## config.mk

```make
export PLATFORM = sky130hd
export DESIGN_NAME = uart_link
export DESIGN_NICKNAME = d
export VERILOG_FILES = /design/src/rtl/link_pkg.sv /design/src/rtl/uart_pkg.sv /design/src/rtl/uart_link.sv /design/src/rtl/tx_arbiter.sv /design/src/rtl/burst_source.sv /design/src/rtl/echo_queue.sv /design/src/rtl/uart_rx.sv /design/src/rtl/uart_tx.sv /design/src/rtl/baud_gen.sv
export VERILOG_INCLUDE_DIRS = /design/src /design/src/rtl
export SDC_FILE = /design/constraint.sdc
export NUM_CORES = 1
export LEC_CHECK = 0
export BUFFER_PORTS_ARGS = -buffer_cell sky130_fd_sc_hd__buf_2
export CAP_MARGIN = 25
export CORE_ASPECT_RATIO = 0.7
export CORE_MARGIN = 4
export CORE_UTILIZATION = 65
export CTS_CLUSTER_SIZE = 8
export DETAILED_ROUTE_END_ITERATION = 8
export PLACE_DENSITY = 0.93
export SYNTH_ARGS = -nofsm -noshare
export SYNTH_HDL_FRONTEND = slang
export SYNTH_SLANG_ARGS = --single-unit
```

## constraint.sdc

```tcl
create_clock -name clk -period 4.1 [get_ports clk]
set_clock_uncertainty 0.2 [all_clocks]
set_input_delay 0.615 -clock clk [delete_from_list [all_inputs] [get_ports clk]]
set_output_delay 0.615 -clock clk [all_outputs]
set_load 0.01 [all_outputs]
```

## src/rtl/uart_cfg.svh

```systemverilog
/* UART link build configuration
   Bit timing, echo queue depth and the burst character */

`ifndef UART_CFG_SVH
`define UART_CFG_SVH

// Clock cycles per serial bit, at least 4 so that half a bit is 2 or more
`define UART_CLKS_PER_BIT 16

// Number of received bytes the echo path can hold
`define UART_ECHO_DEPTH 4

// Character repeated by the burst source, ASCII "A"
`define UART_BURST_CHAR 8'h41

`endif
```

## src/rtl/link_pkg.sv

```systemverilog
/* Transmitter sharing types: source index and the arbiter hold-off state */

`default_nettype none

package link_pkg;

  // Which source owns the next frame
  typedef enum logic {
    SRC_ECHO  = 1'b0,
    SRC_BURST = 1'b1
  } src_t;

  // Cycles left before the arbiter may issue another start
  typedef enum logic [1:0] {
    GNT_OPEN       = 2'd0,
    GNT_HOLD_LAST  = 2'd1,
    GNT_HOLD_FIRST = 2'd2
  } grant_state_t;

endpackage

`default_nettype wire

```

## src/rtl/uart_pkg.sv

```systemverilog
/* Serial side types: payload byte and the transmitter and receiver FSM states */

`default_nettype none

package uart_pkg;

  // One serial payload, LSB goes on the line first
  typedef logic [7:0] byte_t;

  // Transmitter controller
  typedef enum logic [1:0] {
    TX_IDLE  = 2'd0,
    TX_START = 2'd1,
    TX_TRANS = 2'd2
  } tx_state_t;

  // Receiver controller
  typedef enum logic [1:0] {
    RX_IDLE  = 2'd0,
    RX_START = 2'd1,
    RX_DATA  = 2'd2,
    RX_STOP  = 2'd3
  } rx_state_t;

endpackage

`default_nettype wire

```

## src/rtl/uart_link.sv

```systemverilog
/* Serial console link top, receiver with echo path and burst source
   sharing one transmitter through the arbiter */

`timescale 1ns/1ns
`default_nettype none

module uart_link import uart_pkg::*; (
  input  logic  clk,
  input  logic  rstn,
  input  logic  rx,
  input  logic  dtr,
  output logic  tx,
  output byte_t rx_data,
  output logic  rx_valid,
  output logic  frame_err
);

  // Source side
  logic  q_req;
  byte_t q_data;
  logic  q_ack;
  logic  b_req;
  byte_t b_data;
  logic  b_ack;
  // Transmitter side
  logic  tx_start;
  byte_t tx_byte;
  logic  tx_ready;

  uart_rx i_uart_rx (
    .clk       (clk),
    .rstn      (rstn),
    .rx        (rx),
    .rx_data   (rx_data),
    .rx_valid  (rx_valid),
    .frame_err (frame_err)
  );

  // Only good frames are echoed
  echo_queue i_echo_queue (
    .clk       (clk),
    .rstn      (rstn),
    .push      (rx_valid),
    .push_data (rx_data),
    .req       (q_req),
    .data      (q_data),
    .ack       (q_ack)
  );

  burst_source i_burst_source (
    .clk  (clk),
    .rstn (rstn),
    .dtr  (dtr),
    .req  (b_req),
    .data (b_data),
    .ack  (b_ack)
  );

  tx_arbiter i_tx_arbiter (
    .clk        (clk),
    .rstn       (rstn),
    .req_echo   (q_req),
    .req_burst  (b_req),
    .data_echo  (q_data),
    .data_burst (b_data),
    .ack_echo   (q_ack),
    .ack_burst  (b_ack),
    .ready      (tx_ready),
    .start      (tx_start),
    .tx_data    (tx_byte)
  );

  uart_tx i_uart_tx (
    .clk   (clk),
    .rstn  (rstn),
    .start (tx_start),
    .data  (tx_byte),
    .tx    (tx),
    .ready (tx_ready)
  );

endmodule

`default_nettype wire

```

## src/rtl/tx_arbiter.sv

```systemverilog
/* Round-robin arbiter giving the one transmitter to the echo or burst source
   Issues a registered start and ack, then holds off while ready falls */

`timescale 1ns/1ns
`default_nettype none

module tx_arbiter import uart_pkg::*, link_pkg::*; (
  input  logic  clk,
  input  logic  rstn,
  input  logic  req_echo,
  input  logic  req_burst,
  input  byte_t data_echo,
  input  byte_t data_burst,
  output logic  ack_echo,
  output logic  ack_burst,
  input  logic  ready,
  output logic  start,
  output byte_t tx_data
);

  src_t         last_q;
  src_t         winner;
  grant_state_t hold_q;
  logic         grant;

  // Tie goes to the source that did not win last time
  always_comb begin
    if (req_echo && req_burst) begin
      winner = (last_q == SRC_ECHO) ? SRC_BURST : SRC_ECHO;
    end else if (req_burst) begin
      winner = SRC_BURST;
    end else begin
      winner = SRC_ECHO;
    end
  end

  // ready still reads high for two cycles after a start
  assign grant = (req_echo || req_burst) && ready && (hold_q == GNT_OPEN);

  always_ff @(posedge clk) begin
    if (!rstn) begin
      last_q    <= SRC_ECHO;
      hold_q    <= GNT_OPEN;
      start     <= 1'b0;
      ack_echo  <= 1'b0;
      ack_burst <= 1'b0;
    end else begin
      start     <= grant;
      ack_echo  <= grant && (winner == SRC_ECHO);
      ack_burst <= grant && (winner == SRC_BURST);
      if (grant) begin
        last_q <= winner;
        hold_q <= GNT_HOLD_FIRST;
      end else if (hold_q == GNT_HOLD_FIRST) begin
        hold_q <= GNT_HOLD_LAST;
      end else begin
        hold_q <= GNT_OPEN;
      end
    end
  end

  // Byte goes out with the start pulse
  always_ff @(posedge clk) begin
    if (grant) begin
      tx_data <= (winner == SRC_BURST) ? data_burst : data_echo;
    end
  end

endmodule

`default_nettype wire

```

## src/rtl/burst_source.sv

```systemverilog
/* Burst source, offers the fixed character for as long as dtr is high */

`timescale 1ns/1ns
`default_nettype none

`include "uart_cfg.svh"

module burst_source import uart_pkg::*; (
  input  logic  clk,
  input  logic  rstn,
  input  logic  dtr,
  output logic  req,
  output byte_t data,
  input  logic  ack
);

  logic        dtr_s1;
  logic        dtr_s2;

  // dtr comes straight from a pin
  always_ff @(posedge clk) begin
    if (!rstn) begin
      dtr_s1   <= 1'b0;
      dtr_s2   <= 1'b0;
    end else begin
      dtr_s1 <= dtr;
      dtr_s2 <= dtr_s1;
    end
  end

  assign req  = dtr_s2;
  assign data = `UART_BURST_CHAR;

endmodule

`default_nettype wire

```

## src/rtl/echo_queue.sv

```systemverilog
/* Byte FIFO between the receiver and the arbiter for the echo path */

`timescale 1ns/1ns
`default_nettype none

`include "uart_cfg.svh"

module echo_queue import uart_pkg::*; (
  input  logic  clk,
  input  logic  rstn,
  input  logic  push,
  input  byte_t push_data,
  output logic  req,
  output byte_t data,
  input  logic  ack
);

  localparam int DEPTH = `UART_ECHO_DEPTH;
  localparam int PTR_W = (DEPTH > 1) ? $clog2(DEPTH) : 1;
  localparam int CNT_W = $clog2(DEPTH + 1);

  byte_t            mem [DEPTH];
  logic [PTR_W-1:0] wr_ptr;
  logic [PTR_W-1:0] rd_ptr;
  logic [CNT_W-1:0] count;
  logic             do_push;
  logic             do_pop;

  // Wraps at DEPTH, which need not be a power of two
  function automatic logic [PTR_W-1:0] next_ptr(input logic [PTR_W-1:0] ptr);
    return (ptr == PTR_W'(DEPTH - 1)) ? '0 : ptr + 1'b1;
  endfunction

  // Full queue drops the new byte
  assign do_push = push && (count != CNT_W'(DEPTH));
  assign do_pop  = ack && req;
  assign req     = (count != '0);
  assign data    = mem[rd_ptr];

  always_ff @(posedge clk) begin
    if (do_push) begin
      mem[wr_ptr] <= push_data;
    end
  end

  always_ff @(posedge clk) begin
    if (!rstn) begin
      wr_ptr <= '0;
      rd_ptr <= '0;
      count  <= '0;
    end else begin
      if (do_push) wr_ptr <= next_ptr(wr_ptr);
      if (do_pop)  rd_ptr <= next_ptr(rd_ptr);
      // Simultaneous push and pop leave the count alone
      case ({do_push, do_pop})
        2'b10:   count <= count + 1'b1;
        2'b01:   count <= count - 1'b1;
        default: count <= count;
      endcase
    end
  end

endmodule

`default_nettype wire

```

## src/rtl/uart_rx.sv

```systemverilog
/* UART 8N1 receiver with mid-bit sampling
   Reports each frame half a bit after the stop sample, good or framing error */

`timescale 1ns/1ns
`default_nettype none

`include "uart_cfg.svh"

module uart_rx import uart_pkg::*; (
  input  logic  clk,
  input  logic  rstn,
  input  logic  rx,
  output byte_t rx_data,
  output logic  rx_valid,
  output logic  frame_err
);

  localparam int HALF  = `UART_CLKS_PER_BIT / 2;
  localparam int CNT_W = $clog2(`UART_CLKS_PER_BIT);

  rx_state_t        state;
  logic             rx_s1;
  logic             rx_s2;
  logic             rx_prev;
  logic             fall;
  logic             tick;
  byte_t            shift_r;
  logic [2:0]       bitc;
  logic             stop_bit;
  // Frame done, waiting to report
  logic             report_pend;
  logic [CNT_W-1:0] report_cnt;

  //--------------------------------------------------------------------
  // Line synchronizer and start edge
  //--------------------------------------------------------------------

  // Idle level after reset so no false edge is seen
  always_ff @(posedge clk) begin
    if (!rstn) begin
      rx_s1   <= 1'b1;
      rx_s2   <= 1'b1;
      rx_prev <= 1'b1;
    end else begin
      rx_s1   <= rx;
      rx_s2   <= rx_s1;
      rx_prev <= rx_s2;
    end
  end

  assign fall = rx_prev && !rx_s2;

  // Half-period first tick lands in the middle of the start bit
  baud_gen i_baud_gen (
    .clk        (clk),
    .rstn       (rstn),
    .ena        (state != RX_IDLE),
    .half_first (1'b1),
    .tick       (tick)
  );

  //--------------------------------------------------------------------
  // Frame FSM
  //--------------------------------------------------------------------

  always_ff @(posedge clk) begin
    if (!rstn) begin
      state <= RX_IDLE;
      bitc  <= '0;
    end else begin
      case (state)
        RX_IDLE: if (fall) state <= RX_START;
        RX_START: begin
          // Line back high at mid-bit is a glitch
          if (tick) begin
            state <= rx_s2 ? RX_IDLE : RX_DATA;
            bitc  <= '0;
          end
        end
        RX_DATA: begin
          if (tick) begin
            bitc <= bitc + 1'b1;
            if (bitc == 3'd7) state <= RX_STOP;
          end
        end
        RX_STOP: if (tick) state <= RX_IDLE;
        default: state <= RX_IDLE;
      endcase
    end
  end

  // LSB first, so each bit enters at the top
  always_ff @(posedge clk) begin
    if (state == RX_DATA && tick) begin
      shift_r <= {rx_s2, shift_r[7:1]};
    end
    if (state == RX_STOP && tick) begin
      stop_bit <= rx_s2;
    end
  end

  //--------------------------------------------------------------------
  // Result report
  //--------------------------------------------------------------------

  always_ff @(posedge clk) begin
    if (!rstn) begin
      report_pend <= 1'b0;
      report_cnt  <= '0;
      rx_valid    <= 1'b0;
      frame_err   <= 1'b0;
    end else begin
      rx_valid  <= 1'b0;
      frame_err <= 1'b0;
      if (state == RX_STOP && tick) begin
        report_pend <= 1'b1;
        report_cnt  <= '0;
      end else if (report_pend) begin
        report_cnt <= report_cnt + 1'b1;
        if (report_cnt == CNT_W'(HALF - 1)) begin
          report_pend <= 1'b0;
          // Low stop bit means a framing error
          rx_valid    <= stop_bit;
          frame_err   <= !stop_bit;
        end
      end
    end
  end

  // Byte held until the next report
  always_ff @(posedge clk) begin
    if (report_pend && report_cnt == CNT_W'(HALF - 1)) begin
      rx_data <= shift_r;
    end
  end

endmodule

`default_nettype wire

```

## src/rtl/uart_tx.sv

```systemverilog
/* UART 8N1 transmitter with a registered line that idles high
   Takes a start pulse with its byte and reports ready while idle */

`timescale 1ns/1ns
`default_nettype none

module uart_tx import uart_pkg::*; (
  input  logic  clk,
  input  logic  rstn,
  input  logic  start,
  input  byte_t data,
  output logic  tx,
  output logic  ready
);

  tx_state_t  state;
  logic       start_r;
  byte_t      data_r;
  // Stop bit, eight data bits, start bit; bit 0 is the line
  logic [9:0] shifter;
  logic [3:0] bitc;
  logic       tick;
  logic       load;
  logic       baud_en;

  //--------------------------------------------------------------------
  // Datapath
  //--------------------------------------------------------------------

  always_ff @(posedge clk) begin
    if (!rstn) begin
      start_r <= 1'b0;
    end else begin
      start_r <= start;
    end
  end

  // Byte captured together with the start request
  always_ff @(posedge clk) begin
    if (start && state == TX_IDLE) begin
      data_r <= data;
    end
  end

  // Ones shift in from the top so the line returns to idle
  always_ff @(posedge clk) begin
    if (!rstn) begin
      shifter <= '1;
    end else if (load) begin
      shifter <= {1'b1, data_r, 1'b0};
    end else if (tick) begin
      shifter <= {1'b1, shifter[9:1]};
    end
  end

  always_ff @(posedge clk) begin
    if (!rstn) begin
      bitc <= '0;
    end else if (load) begin
      bitc <= '0;
    end else if (tick) begin
      bitc <= bitc + 1'b1;
    end
  end

  assign tx = shifter[0];

  baud_gen i_baud_gen (
    .clk        (clk),
    .rstn       (rstn),
    .ena        (baud_en),
    .half_first (1'b0),
    .tick       (tick)
  );

  //--------------------------------------------------------------------
  // Controller
  //--------------------------------------------------------------------

  always_ff @(posedge clk) begin
    if (!rstn) begin
      state <= TX_IDLE;
    end else begin
      case (state)
        TX_IDLE:  if (start_r) state <= TX_START;
        // One cycle to load the frame
        TX_START: state <= TX_TRANS;
        // Tenth tick ends the stop bit
        TX_TRANS: if (tick && bitc == 4'd9) state <= TX_IDLE;
        default:  state <= TX_IDLE;
      endcase
    end
  end

  assign load    = (state == TX_START);
  assign baud_en = (state == TX_TRANS);
  assign ready   = (state == TX_IDLE);

endmodule

`default_nettype wire

```

## src/rtl/baud_gen.sv

```systemverilog
/* Bit period divider, one tick per bit while enabled
   Optionally the first tick comes after half a period for mid-bit sampling */

`timescale 1ns/1ns
`default_nettype none

`include "uart_cfg.svh"

module baud_gen (
  input  logic clk,
  input  logic rstn,
  input  logic ena,
  input  logic half_first,
  output logic tick
);

  localparam int FULL  = `UART_CLKS_PER_BIT;
  localparam int HALF  = `UART_CLKS_PER_BIT / 2;
  localparam int CNT_W = $clog2(FULL);

  logic [CNT_W-1:0] cnt;
  logic [CNT_W-1:0] limit;
  // Set until the first tick after enable
  logic             first;

  // Short first period only when asked for
  assign limit = (first && half_first) ? CNT_W'(HALF - 1) : CNT_W'(FULL - 1);
  assign tick  = ena && (cnt == limit);

  // Counter restarts whenever the divider is off
  always_ff @(posedge clk) begin
    if (!rstn || !ena) begin
      cnt   <= '0;
      first <= 1'b1;
    end else if (tick) begin
      cnt   <= '0;
      first <= 1'b0;
    end else begin
      cnt <= cnt + 1'b1;
    end
  end

endmodule

`default_nettype wire

```

# Word level (Yosys, flattened, before mapping)
# Memories as Yosys holds them, arrays and structs flattened. A register that Yosys moved wholly into a read port is not among the register bits.
# Index checks and enable logic that the tools add are counted.
word_totals:
  word_cells: 135
  n_memories: 1
  register_bits: 79
  in_bits: 4
  output_inout_bits: 11
  ramBits: 32
mem_list:
  columns: ["name", "depth", "width", "rd", "rd_ports_with_merged_regs", "write_ports", "line", "rtl"]
  rows:
  - ["i_echo_queue.mem", 4, 8, 1, 1, 1, "echo_queue.sv:22", "byte_t mem [DEPTH];"]
op_classes:
  reduce_logical: 39
  n_eq_ne: 23
  bitwise_logic: 4
  n_mux: 29
  addsub: 9
op_table:
  columns: ["op", "n"]
  rows:
  - ["$mux W2", 11]
  - ["$mux W9", 2]
  - ["$add A4 B1 Y4 const B", 4]
  - ["$eq A2 B2 Y1 const B", 7]
  - ["$logic_and A1 B1 Y1", 14]
  - ["$ne A2 B1 Y1 const B", 7]
  - ["$pmux W3 S2", 2]
  - ["$reduce_or A2 Y1", 5]
  - ["$mux W1", 9]
  - ["$eq A4 B4 Y1 const B", 2]
  - ["$pmux W2 S4", 1]
  - ["$reduce_bool A2 Y1", 4]
  - ["$add A3 B1 Y3 const B", 2]
  - ["$eq A2 B1 Y1 const B", 3]
  - ["$logic_not A2 Y1", 3]
  - ["$mux W3", 2]
  - ["$pmux W2 S3", 1]
  - ["$logic_not A1 Y1", 5]
  - ["$reduce_and A5 Y1", 1]
  - ["$add A2 B1 Y2 const B", 2]
  - ["$eq A4 B3 Y1 const B", 1]
  - ["$eq A4 B4 Y1", 1]
  - ["$mux W4", 1]
  - ["$not A1 Y1", 4]
  - ["other kinds (8)", 10]

# Logic depth before layout (Yosys ltp)
depth:
  depth_word: 5
  mapped_depth: 9
  ltp_nobuf: 8

# Cells and area by module
# A second synthesis with hierarchy kept.
unflattened:
  cells_unflattened: 343
  area_unflattened_um2: 4853.4
modules_own_cells:
  columns: ["module", "area_each_um2", "seq_area_each_um2", "cells_per_inst", "instances"]
  rows:
  - ["echo_queue", 1646.6, 1141.1, 97, 1]
  - ["uart_rx", 1157.4, 810.8, 84, 1]
  - ["uart_tx", 985.9, 560.5, 73, 1]
  - ["tx_arbiter", 523.0, 340.3, 35, 1]
  - ["baud_gen", 210.2, 100.1, 20, 2]
  - ["burst_source", 120.1, 40.0, 14, 1]

# Worst setup path before layout
# No wires, ideal clock.
synth_path:
  path_kind: "flip-flop to flip-flop"
  start: "register i_echo_queue.count[0]"
  end: "register i_echo_queue.count[2]"
  path_slack_ns: 1.699
  required_time_ns: 3.830
  path_stages_with_launch: 10
  period_less_slack_ns: 2.401
  setup_ns: 0.070
  n_path_buf: 1
  arrival_ns: 2.130
  cell_sequence: "dfxtp_1 -> or3b_1 -> clkbuf_1 -> nand2_1 -> ha_1 -> inv_1 -> fa_1 -> xor2_1 -> or3_1 -> a21oi_1"
synth_via:
  elab_chain_cells: 4
  word_cells_on_any_way: 10
  cone_classes: "add/sub (2); eq/ne (3); mux (1); reduce/logical (4)"
synth_rtl:
  columns: ["item", "line", "rtl"]
  rows:
  - ["start, declared", "echo_queue.sv:25", "logic [CNT_W-1:0] count;"]
  - ["start signal, assigned", "echo_queue.sv:56", "2'b10: count <= count + 1'b1;"]
  - ["start signal, assigned", "echo_queue.sv:57", "2'b01: count <= count - 1'b1;"]
  - ["start signal, assigned", "echo_queue.sv:58", "default: count <= count;"]
  - ["$ne A3 B3 Y1 / $reduce_bool A3 Y1 (equally long branches)", "echo_queue.sv:35, echo_queue.sv:37", null]
  - ["$logic_and A1 B1 Y1, on equally long branches", "echo_queue.sv:35, echo_queue.sv:36", null]
  - ["$eq A2 B1 Y1 / $eq A2 B2 Y1 (equally long branches)", "echo_queue.sv:55", "case ({do_push, do_pop})"]
  - ["$pmux W3 S2 / $reduce_bool A2 Y1 (equally long branches)", null, null]
# Several ways; a longest one is shown, not always the timed one.
# A chain may end at the register's enable or synchronous reset.

# Worst setup path after layout
layout_path:
  start: "register i_echo_queue.count[2]"
  end: "register i_echo_queue.count[2]"
# The elaborated chain is that of the path after synthesis.

==> results summary <==
The clock net sink count came out at 118. After clock tree synthesis, the repair step resized 0 gates. The maximum single-stage delay on the critical path came out at 0.51 ns. Using the TritonRoute via totals, the vias-per-cell ratio works out to 5.98.

In this run, synthesis inferred 65 flip-flops with an integrated enable. The number of antenna diodes came out at 0. The post-synthesis cell type count is 47. The congestion estimate from routability-driven global placement came to approximately 0.89. Together, buffers and inverters on the worst path number 1. The final wirelength came out at 8730 um.

The filler cells instantiated in the layout total 365. The number of antenna violations at the first check in global routing came out at 0. The horizontal die dimension is 107 um. Leaving out fill and tap cells, the most frequent cells in the layout are 65 x edfxtp_1, 53 x dfxtp_1, 21 x nor2_1. The number of standard cells in the layout, taps in and fillers out came out at 460. The total die area came out at 0.00834 mm2. The highest ir drop seen on vdd came out at 0.347 mV.

Compared with the post-synthesis result, the final layout area differs by 15.5%. The total global routing track utilization is 23.5%. The number of I/O port buffers is 14.

In this run the cell area of the synthesized design comes to 0.00450 mm2. The most common library cell in the layout ignoring fill and taps is edfxtp_1. The worst path needs ~2.6 ns of the cycle, external delays included. The post-route worst hold slack came out at 0.127 ns. The category of the worst setup path launch point is a flip-flop. The global-route wire length before repair came out at 14300 um. The total power draw is between 2000 and 3000 uW. In this run, CTS created clock tree buffers numbering 17. The fraction of post-synthesis cell area in the top cell type by area is 43.4%. The slew at the pin closest to its max-slew limit came out at 0.802 ns. The flow ran to the end, and the final reports show no timing, DRC or antenna violations. The number of global-route vias before repair came out at around 2700. The worst register-to-register path ends at i_echo_queue.count[2]$_SDFFE_PN0P_. For this run, the leading register cell type out of synthesis is edfxtp_1.

The vias after detailed routing came out at 2750. The slack of the worst reg-to-reg path came out at 1.48 ns. Yosys printed 0 warnings. The worst pin sits at a relative slew slack of 46.1%. The number of search-and-repair iterations in the first detailed-routing pass is 5.

The number of cell rows came out at 25. The I/O pin total came out at 15. Measured along the y axis, the die boundary spans 77.6 um. The initial DRC count is 240.

The instance count along the most critical hold path is 2. The number of nets in the layout came out at 371. The count of placed standard cells including taps is 426.

The post-route antenna net violation count is 0. Summing the sequential cell areas from Yosys gives roughly two thirds of the chip area. The worst min-delay path category is input port to flip-flop. The number of buffers inserted by post-CTS setup repair is 0.

In the synthesized netlist the async set-or-reset flop fraction comes to 0%. Entering global routing, the biggest net connects 23 pins. The routed wirelength normalized by instance count is 19.0 um. The number of setup violations in the final report came out at 0. The number of cells traversed by the worst register-to-register path came out at 8.

Walking the worst path, the cells encountered are or3b_1 -> nand2_1 -> ha_1 -> inv_1 -> fa_1 -> xor2_1 -> or3_1 -> a21oi_1. For hold timing, the worst endpoint is i_burst_source.dtr_s1$_SDFF_PN0_. The starting utilization of the core area is 66.9%.

The required arrival time at the worst endpoint is about 4.3 ns. Counting flops and latches in the post-synthesis netlist gives 118. The number of nets in the synthesized netlist is 349. The ratio of cells with drive above 1 in the final layout came out at 15.8%. The arrival time of data at the critical path endpoint came out at 2.85 ns.

The remaining global-route overflow came out at 0. The largest individual stage delay along the critical path comes from the cell or3b_1. For this design the ratio of total power to cell area is 508 mW/mm2. The CTS tree is done. The worst min-delay path startpoint is dtr. The insertion delay of the later-clocked pin in the worst-skew pair came out at around 0.51 ns. The number of max-cap violations is 0. The post-cts hold buffer count is 0. The area of the core region came out at 0.00673 mm2. The final worst-path cycle share is 63.8%. The tree is rooted in a clkbuf_8. The largest delay contributor family on the critical path is simple AND/OR/NAND/NOR gates. The number of H-tree branching levels is 4. The leakage component of the power came out at 0.00187 uW. The max-slew violation count came to 0.

In this run the deepest clock path goes through 2 buffers. The post-synthesis average cell area came out at around 14 um2. The achievable clock frequency is 382 MHz. The number of remaining DRC errors came out at 0. For the final routed database, the setup TNS stands at 0 ns. The sort of element at the end of the critical path is a flip-flop.

The synthesized netlist cell count came out at approximately 330. By startpoint and endpoint, the worst setup path is classified as flip-flop to flip-flop. The number of hold-slack violations in the final timing report came out at 0. In this run the worst path has a maximum fanout of 9. Setup repair after global routing left no endpoint under its margin. After clock tree synthesis, the clock-pin slew on the worst setup and hold paths is approximately 0.050 ns. In the post-synthesis netlist, the biggest area contributors are edfxtp_1 43%, dfxtp_1 24%, mux4_2 4.0%, ha_1 3.6%, a21oi_1 1.8%.

The detailed-placement wirelength estimate came out at 5500 um. The startpoint identified for the worst register-to-register timing path is i_echo_queue.count[2]$_SDFFE_PN0P_. edfxtp_1 takes more of the synthesized area than any other cell.
## registers in the layout, indices dropped and copies added (netlist names), 8 cells and up, named ones only
name,cells
i_echo_queue.mem,32
i_uart_rx.rx_data,8
i_uart_tx.data_r,8
i_uart_tx.shifter,9
i_tx_arbiter.tx_data,8
i_uart_rx.shift_r,8
## worst reg2reg max path: stages (launching register included)
cell and delay (ns):
dfxtp_1 0.40, or3b_1 0.51, nand2_1 0.13, ha_1 0.19, inv_1 0.08, fa_1 0.43
xor2_1 0.16, or3_1 0.31, a21oi_1 0.14
## where the power goes
part | internal [uW] | total (uW) | switching, uW
clock network | 831 | 1330 | 500
logic | 15.2 | 46.7 | 31.6
registers | 1250 | 1260 | 10.5
total | 2100 | 2640 | 542
## per-layer routing
metal  track usage (%)  up-vias  wire [um]
met2              39.0      112       4550
met5                 0        -          0
met1              28.2     1348       3550
met3              8.31       14        520
li1                  -     1276          -
met4              9.33        0        114
## layout make-up
cell class	count	area (um2)	area share [%]
Clock buffer	23	489	9.41
Inverter	11	41.3	0.794
Timing Repair Buffer	16	80.1	1.54
Clock inverter	9	65.1	1.25
Tap cell	94	118	2.26
Multi-Input combinational cell	189	1400	26.8
Sequential cell	118	3010	57.9
## how the worst max path moves through the flow
stage                                                       from                                 end  cells after the start
after floorplan               i_echo_queue.count[0]$_SDFFE_PN0P_  i_echo_queue.count[2]$_SDFFE_PN0P_                      9
after global placement    i_uart_rx.i_baud_gen.cnt[0]$_SDFF_PP0_      i_uart_rx.shift_r[0]$_DFFE_PP_                      4
after detailed placement  i_uart_rx.i_baud_gen.cnt[0]$_SDFF_PP0_      i_uart_rx.shift_r[1]$_DFFE_PP_                      4
after CTS                     i_echo_queue.count[2]$_SDFFE_PN0P_  i_echo_queue.count[2]$_SDFFE_PN0P_                      8
after global routing          i_echo_queue.count[2]$_SDFFE_PN0P_  i_echo_queue.count[2]$_SDFFE_PN0P_                      8
final                         i_echo_queue.count[2]$_SDFFE_PN0P_  i_echo_queue.count[2]$_SDFFE_PN0P_                      8
## synth_stat cells, types with 3 or more instances
master	count
a21o_1	10
a21oi_1	16
a221o_1	7
and2_1	4
and3_1	5
clkbuf_1	8
dfxtp_1	53
edfxtp_1	65
ha_1	13
inv_1	11
mux4_2	8
nand2_1	15
nand2b_1	5
nand3_1	10
nand4_1	4
nor2_1	21
nor2b_1	12
nor3_1	4
nor3b_1	5
o21ai_0	5
o31ai_1	4
o41ai_1	3
or3_1	4
xnor2_1	4
xor2_1	7
## cells by family after synthesis
| logic type | synth area share (%) |
|---|---|
| AND/OR/NAND/NOR | 12.1 |
| adder cells (fa/ha/maj) | 4.06 |
| XOR/XNOR | 2.14 |
| multiplexers | 4.22 |
| flip-flops | 66.9 |
| AO/OA/AOI/OAI | 8.48 |
| buffers and inverters | 2.08 |
## per-stage QoR
stage | cell area, um2 | utilization (%) | setup WS, ns
2_1_floorplan | 4500 | - | 1.70
3_3_place_gp | 4640 | 68.9 | 1.63
3_5_place_dp | 4640 | 68.9 | 1.52
4_1_cts | 5190 | 77.2 | 1.49
5_1_grt | 5200 | 77.3 | 1.35
6_report | 5200 | 77.3 | 1.48
No activity file was read; power rests on OpenSTA's default activity.
